--- config.mk ---
export PLATFORM = sky130hd
export DESIGN_NAME = conv_layer
export DESIGN_NICKNAME = d
export VERILOG_FILES = /design/src/design/conv_pkg.sv /design/src/design/conv_layer.sv /design/src/design/frame_tracker.sv /design/src/design/kernel_mac.sv /design/src/design/line_window.sv
export SDC_FILE = /design/constraint.sdc
export NUM_CORES = 2
export LEC_CHECK = 0
export BUFFER_PORTS_ARGS = -buffer_cell sky130_fd_sc_hd__clkbuf_2
export CELL_PAD_IN_SITES_DETAIL_PLACEMENT = 0
export CELL_PAD_IN_SITES_GLOBAL_PLACEMENT = 1
export CORE_MARGIN = 5
export CORE_UTILIZATION = 54
export DETAILED_ROUTE_END_ITERATION = 8
export PLACE_DENSITY = 0.93
export SETUP_SLACK_MARGIN = 0.05
export SYNTH_ARGS = -nofsm -noshare
export SYNTH_HDL_FRONTEND = slang
export SYNTH_SLANG_ARGS = --single-unit
--- constraint.sdc ---
create_clock -name clk -period 8 [get_ports clk]
set_input_delay 1.6 -clock clk [delete_from_list [all_inputs] [get_ports clk]]
set_output_delay 1.6 -clock clk [all_outputs]
set_load 0.03 [all_outputs]
--- src/design/conv_pkg.sv ---
package conv_pkg;

    // image geometry
    localparam int img_width = 8;
    localparam int img_height = 6;
    localparam int win_size = 3;
    localparam int num_channel = 3;
    localparam int num_kernel = 2;
    localparam int num_tap = win_size * win_size;
    localparam int results_per_frame = (img_width - 2) * (img_height - 2);

    // counter widths
    localparam int col_w = $clog2(img_width);
    localparam int row_w = $clog2(img_height);
    localparam int count_w = $clog2(results_per_frame);

    // fixed-point word sizes
    localparam int pixel_w = 8;
    localparam int acc_w = 20;

    typedef logic signed [pixel_w-1:0] pixel_t;
    typedef logic signed [3:0] weight_t;
    typedef logic signed [acc_w-1:0] acc_t;

    // tap 0 is top-left (oldest), tap 8 is bottom-right (newest)
    typedef pixel_t [num_channel-1:0][num_tap-1:0] window_t;

    // indexed as [kernel][channel][tap]
    localparam weight_t kernel_weights [num_kernel][num_channel][num_tap] = '{
        '{
            '{4'sd1, 4'sd2, 4'sd1, 4'sd0, 4'sd0, 4'sd0, -4'sd1, -4'sd2, -4'sd1},
            '{4'sd1, 4'sd0, -4'sd1, 4'sd2, 4'sd0, -4'sd2, 4'sd1, 4'sd0, -4'sd1},
            '{4'sd3, 4'sd1, 4'sd0, 4'sd1, -4'sd4, -4'sd1, 4'sd0, -4'sd1, -4'sd3}
        },
        '{
            '{-4'sd7, 4'sd7, 4'sd0, 4'sd5, -4'sd3, 4'sd2, 4'sd1, -4'sd6, 4'sd4},
            '{4'sd2, -4'sd1, 4'sd3, -4'sd5, 4'sd6, -4'sd2, 4'sd0, 4'sd7, -4'sd7},
            '{-4'sd4, 4'sd0, 4'sd5, 4'sd1, -4'sd6, 4'sd3, 4'sd6, -4'sd1, 4'sd2}
        }
    };

    localparam acc_t kernel_bias [num_kernel] = '{20'sd37, -20'sd54};

endpackage

--- src/design/conv_layer.sv ---
`timescale 1ns/10ps

module conv_layer (
    input  logic                clk,
    input  logic                resetn,
    input  logic                in_valid,
    input  conv_pkg::pixel_t    pixel_c0,
    input  conv_pkg::pixel_t    pixel_c1,
    input  conv_pkg::pixel_t    pixel_c2,
    output logic                out_valid,
    output conv_pkg::acc_t      conv_out0,
    output conv_pkg::acc_t      conv_out1,
    output logic                done_img
);

    conv_pkg::window_t window;
    logic window_valid;

    line_window window_i (
        .clk            (clk),
        .resetn         (resetn),
        .in_valid       (in_valid),
        .pixel_c0       (pixel_c0),
        .pixel_c1       (pixel_c1),
        .pixel_c2       (pixel_c2),
        .window         (window),
        .window_valid   (window_valid)
    );

    kernel_mac #(.kernel_id(0)) mac0_i (
        .clk            (clk),
        .resetn         (resetn),
        .window_valid   (window_valid),
        .window         (window),
        .result         (conv_out0),
        .result_valid   (out_valid)
    );

    // same latency as mac0, so its valid is not needed
    kernel_mac #(.kernel_id(1)) mac1_i (
        .clk            (clk),
        .resetn         (resetn),
        .window_valid   (window_valid),
        .window         (window),
        .result         (conv_out1),
        .result_valid   ()
    );

    frame_tracker tracker_i (
        .clk            (clk),
        .resetn         (resetn),
        .out_valid      (out_valid),
        .done_img       (done_img)
    );

endmodule

--- src/design/frame_tracker.sv ---
`timescale 1ns/10ps

module frame_tracker (
    input  logic    clk,
    input  logic    resetn,
    input  logic    out_valid,
    output logic    done_img
);

    logic [conv_pkg::count_w-1:0] result_cnt;
    logic last_result;

    assign last_result = (result_cnt == conv_pkg::count_w'(conv_pkg::results_per_frame - 1));

    always_ff @(posedge clk or negedge resetn)
    begin
        if (!resetn)
        begin
            result_cnt <= '0;
            done_img <= 1'b0;
        end
        else
        begin
            // one cycle pulse after the frame's final result
            done_img <= out_valid && last_result;
            if (out_valid)
            begin
                if (last_result)
                    result_cnt <= '0;
                else
                    result_cnt <= result_cnt + 1'b1;
            end
        end
    end

    done_single_cycle: assert property (@(posedge clk) disable iff (!resetn)
        done_img |=> !done_img);

endmodule

--- src/design/kernel_mac.sv ---
`timescale 1ns/10ps

module kernel_mac #(
    parameter int kernel_id = 0
) (
    input  logic                clk,
    input  logic                resetn,
    input  logic                window_valid,
    input  conv_pkg::window_t   window,
    output conv_pkg::acc_t      result,
    output logic                result_valid
);

    conv_pkg::acc_t ch_next [conv_pkg::num_channel];
    conv_pkg::acc_t ch_sum [conv_pkg::num_channel];
    conv_pkg::acc_t total_next;
    int total_wide;
    logic s1_valid;

    // nine products per channel, sign extended before the multiply
    always_comb
    begin
        for (int c = 0; c < conv_pkg::num_channel; c++)
        begin
            ch_next[c] = '0;
            for (int t = 0; t < conv_pkg::num_tap; t++)
            begin
                ch_next[c] = ch_next[c]
                    + conv_pkg::acc_t'($signed(window[c][t]))
                    * conv_pkg::acc_t'(conv_pkg::kernel_weights[kernel_id][c][t]);
            end
        end
    end

    always_comb
    begin
        total_next = conv_pkg::kernel_bias[kernel_id];
        total_wide = int'(conv_pkg::kernel_bias[kernel_id]);
        for (int c = 0; c < conv_pkg::num_channel; c++)
        begin
            total_next = total_next + ch_sum[c];
            total_wide = total_wide + int'(ch_sum[c]);
        end
    end

    always_ff @(posedge clk)
    begin
        if (window_valid)
            ch_sum <= ch_next;
        if (s1_valid)
            result <= total_next;
    end

    // valid bits follow the two data stages
    always_ff @(posedge clk or negedge resetn)
    begin
        if (!resetn)
        begin
            s1_valid <= 1'b0;
            result_valid <= 1'b0;
        end
        else
        begin
            s1_valid <= window_valid;
            result_valid <= s1_valid;
        end
    end

    // the acc_t total must not wrap
    total_fits: assert property (@(posedge clk) disable iff (!resetn)
        s1_valid |-> int'(total_next) == total_wide);

endmodule

--- src/design/line_window.sv ---
`timescale 1ns/10ps

module line_window (
    input  logic                clk,
    input  logic                resetn,
    input  logic                in_valid,
    input  conv_pkg::pixel_t    pixel_c0,
    input  conv_pkg::pixel_t    pixel_c1,
    input  conv_pkg::pixel_t    pixel_c2,
    output conv_pkg::window_t   window,
    output logic                window_valid
);

    conv_pkg::pixel_t pix_in [conv_pkg::num_channel];

    // two row delays per channel
    conv_pkg::pixel_t line_a [conv_pkg::num_channel][conv_pkg::img_width];
    conv_pkg::pixel_t line_b [conv_pkg::num_channel][conv_pkg::img_width];

    // 3x3 shift register per channel, [row][column]
    conv_pkg::pixel_t shift_q [conv_pkg::num_channel][conv_pkg::win_size][conv_pkg::win_size];
    conv_pkg::pixel_t row_in [conv_pkg::num_channel][conv_pkg::win_size];

    logic [conv_pkg::col_w-1:0] col_cnt;
    logic [conv_pkg::row_w-1:0] row_cnt;

    assign pix_in[0] = pixel_c0;
    assign pix_in[1] = pixel_c1;
    assign pix_in[2] = pixel_c2;

    // top row comes from two lines back, bottom row is the live pixel
    always_comb
    begin
        for (int c = 0; c < conv_pkg::num_channel; c++)
        begin
            row_in[c][0] = line_b[c][conv_pkg::img_width-1];
            row_in[c][1] = line_a[c][conv_pkg::img_width-1];
            row_in[c][2] = pix_in[c];
        end
    end

    always_ff @(posedge clk)
    begin
        if (in_valid)
        begin
            for (int c = 0; c < conv_pkg::num_channel; c++)
            begin
                line_a[c][0] <= pix_in[c];
                line_b[c][0] <= line_a[c][conv_pkg::img_width-1];
                for (int i = 1; i < conv_pkg::img_width; i++)
                begin
                    line_a[c][i] <= line_a[c][i-1];
                    line_b[c][i] <= line_b[c][i-1];
                end
                for (int r = 0; r < conv_pkg::win_size; r++)
                begin
                    shift_q[c][r][0] <= shift_q[c][r][1];
                    shift_q[c][r][1] <= shift_q[c][r][2];
                    shift_q[c][r][2] <= row_in[c][r];
                end
            end
        end
    end

    always_comb
    begin
        for (int c = 0; c < conv_pkg::num_channel; c++)
        begin
            for (int r = 0; r < conv_pkg::win_size; r++)
            begin
                for (int k = 0; k < conv_pkg::win_size; k++)
                begin
                    window[c][r*conv_pkg::win_size+k] = shift_q[c][r][k];
                end
            end
        end
    end

    // raster position of the next beat
    always_ff @(posedge clk or negedge resetn)
    begin
        if (!resetn)
        begin
            col_cnt <= '0;
            row_cnt <= '0;
            window_valid <= 1'b0;
        end
        else
        begin
            window_valid <= in_valid && (col_cnt >= conv_pkg::win_size - 1)
                            && (row_cnt >= conv_pkg::win_size - 1);
            if (in_valid)
            begin
                if (col_cnt == conv_pkg::img_width - 1)
                begin
                    col_cnt <= '0;
                    if (row_cnt == conv_pkg::img_height - 1)
                        row_cnt <= '0;
                    else
                        row_cnt <= row_cnt + 1'b1;
                end
                else
                begin
                    col_cnt <= col_cnt + 1'b1;
                end
            end
        end
    end

    // row count wraps at the frame end
    row_in_range: assert property (@(posedge clk) disable iff (!resetn)
        row_cnt <= conv_pkg::row_w'(conv_pkg::img_height - 1));

endmodule

==> out/qor.yml <==
clocking:
  cts.sinks: 631
  postCtsHoldBufs: 0
  post-cts-setup-buffers: 0
  htreeDepth: 3
  cts_tree: "built"
  cts_resized: 0
  insertion_delay_ns: 0.65
  cts_root_buf: "clkbuf_16"
  cts_made_buffers: 72
  clkTransAtPathRegs_ns: 0.07
  clk_path_buf_depth: 3
route:
  wire_per_inst_um: 18.72
  drtPass1Iterations: 6
  ant_nets: 0
  detail_route.iter0.violations: 1824
  vias: 25780
  drc: 0
  routed_wl_mm: 92.79
  vias_per_cell: 5.202
synth:
  async_flop_share_pct: 2.377
  synth_seq_cells: 631
  synth_warnings: 0
  syn_avg_cell_area_sq_um: 12.89
  synth-edff-count: 616
  yosysSeqAreaShare_pct: 40.67
  synth_area_sq_um: 46410
  ys_types: 65
  synthFlopType: "edfxtp_1"
  synth_nets: 4673
  synthCells: 3600
sta:
  finalSetupTns_ns: 0
  worst_pin_slew_ns: 1.108
  holdWs_ns: 0.4057
  hold_viol: 0
  clock_skew_ns: 0.03237
  setup_viol: 0
  drv_slew: 0
  max_freq_ghz: 0.1419
  period_share_pct: 88.10
  max_slew_margin_pct: 25.62
  rsz0062_at_grt: "false"
  finalCriticalPeriod_ns: 7.048
critical_path:
  rrSetupSlack_ns: 0.95
  cpMaxStageDelayCell: "fa_1"
  r2r_end: "mac1_i.ch_sum[38]"
  worst-path-max-fanout: 5
  reg2regPathDepth: 28
  cp.arrival_ns: 7.50
  cp-start-kind: "flop"
  cp.required_ns: 8.45
  worstSetupEndpointType: "flop"
  path_class: "reg2reg"
  reg2reg_from: "window_i.line_b[1][41]"
  crit_path_max_incr_delay_ns: 0.53
global_routing:
  met2_usage_pct: 34.36
  grt_pass1_vias: 27350
  grtUsageTotal_pct: 21.14
  grt_max_degree: 134
  grt_remaining_overflow: 0
  grt_pass1_wl_mm: 149.6
  use_met1_pct: 30.51
  grt_antenna_before_repair: 3
  met3_usage_pct: 2.789
  globalRoute.busiestLayer: "met2"
placed_design:
  place_hpwl_mm: 72.72
  place.gp.congestion: 0.8796
  io_buffers: 68
  dpl_cell_area_sq_um: 48340
  dp.cells: 4825
die:
  die_y_um: 303.2
  core-area_sq_um: 85280
  die_x_um: 303.2
  initial_core_util_pct: 54.42
  pin_count: 69
  dieArea_sq_um: 91900
  rows: 107
final_layout:
  antenna_cells: 0
  drive_gt1_share_pct: 5.850
  final_cells: 4956
  fill_cells: 6671
  final_cell_area_sq_um: 50820
  area_delta_synth_final_pct: 9.509
  nets: 4828
worst_hold_path:
  holdPathEnd: "window_i.line_a[2][12]"
  whs_path_depth: 0
  min-delay-start: "window_i.line_a[2][20]"
  min_path_type: "reg2reg"
status:
  status: "finished clean"
run:
  maxCapViolations: 0
-- stage by stage --
| stage | worst slack, ns | util [%] |
|---|---|---|
| after floorplan | 1.369 | - |
| after global routing | 0.6033 | 59.59 |
| after CTS | 1.044 | 59.59 |
| after global placement | 1.235 | 56.68 |
| final | 0.9517 | 59.59 |
| after detailed placement | 1.111 | 56.68 |
-- registers in the layout, indices dropped and copies added, names as in the netlist --
name / count
mac0_i.ch_sum: 60
mac0_i.result: 20
mac0_i.result_valid: 1
mac1_i.ch_sum: 60
mac1_i.result: 20
mac1_i.s1_valid: 1
tracker_i.done_img: 1
tracker_i.result_cnt: 5
window_i.col_cnt: 3
window_i.line_a: 189
window_i.line_b: 166
window_i.row_cnt: 3
window_i.shift_q: 101
window_i.window_valid: 1
-- cells by family after synthesis --
logic type	synth area share, %
adders and majority gates	36.69
AOI/OAI and AO/OA	6.460
and+or+nand+nor	3.354
muxes	0.1618
xor gates and xnor gates	6.247
DFF	40.67
buffers and inverters	6.414
-- routing by layer --
layer	up-vias	wire length [um]
met3	125	4452
met4	0	2236
li1	12210	-
met1	12900	42050
met5	-	0
met2	539	44050
-- placed cells by master (no fill, tap or decap), types with 11 or more instances in the layout --
master and instances:
nand3_1 21, xnor2_1 238, nor3_1 25, nor2_1 107
nand2_1 69, buf_4 16, clkbuf_1 11, o21a_1 24
o21ai_1 40, edfxtp_1 616, clkbuf_16 72, ha_1 521
dfrtp_1 13, o21ai_0 47, bufinv_16 11, nand2b_1 31
fa_1 525, xor2_1 93, clkinv_2 15, inv_1 786
o21bai_1 45, a21oi_1 162, a21o_1 79, clkbuf_2 67
nor2b_1 34
-- critical path, delay by kind of cell (launching register included) --
family	cells	cell delay (ns)
AOI/OAI and AO/OA	11	2.12
xor gates and xnor gates	1	0.19
adders and majority gates	9	3.64
buffers and inverters	5	0.25
DFF	1	0.48
and+or+nand+nor	2	0.17
-- cell type report --
class | instances | area [sq um] | area share, %
clock buffer | 83 | 1843 | 3.627
clock inverter | 48 | 641.9 | 1.263
inverter | 788 | 2958 | 5.820
multi-input combinational | 2176 | 24560 | 48.32
sequential | 631 | 18880 | 37.15
tap | 1144 | 1431 | 2.817
timing repair buffer | 86 | 510.5 | 1.005
-- Yosys cell counts (all sizes together), types with 21 or more instances --
library cell / instances / area (sq um)
o21ai: 88 / 444.2
nor3: 25 / 125.1
xor2: 93 / 814.5
xnor2: 238 / 2085
nand2: 69 / 259.0
o21bai: 46 / 349.1
nand2b: 31 / 193.9
nor2b: 34 / 212.7
nand3: 21 / 105.1
edfxtp: 616 / 18500
nor2: 107 / 401.6
a21o: 79 / 593.1
o21a: 24 / 180.2
a21oi: 166 / 845.8
fa: 525 / 10510
inv: 788 / 2958
ha: 521 / 6519
-- worst max path at each step --
stage	to	startpoint	depth (start not counted)
after floorplan	mac1_i.ch_sum[38]	window_i.line_b[1][40]	29
after global placement	mac1_i.ch_sum[39]	window_i.line_b[1][40]	27
after detailed placement	mac1_i.ch_sum[38]	window_i.line_b[1][41]	28
after CTS	mac1_i.ch_sum[38]	window_i.line_b[1][41]	28
after global routing	mac1_i.ch_sum[57]	window_i.shift_q[0][57]	25
final	mac1_i.ch_sum[38]	window_i.line_b[1][41]	28
Power is left out: the tool's default activity adds up to more than one toggle a clock period on the data nets, which glitch-free logic cannot reach.
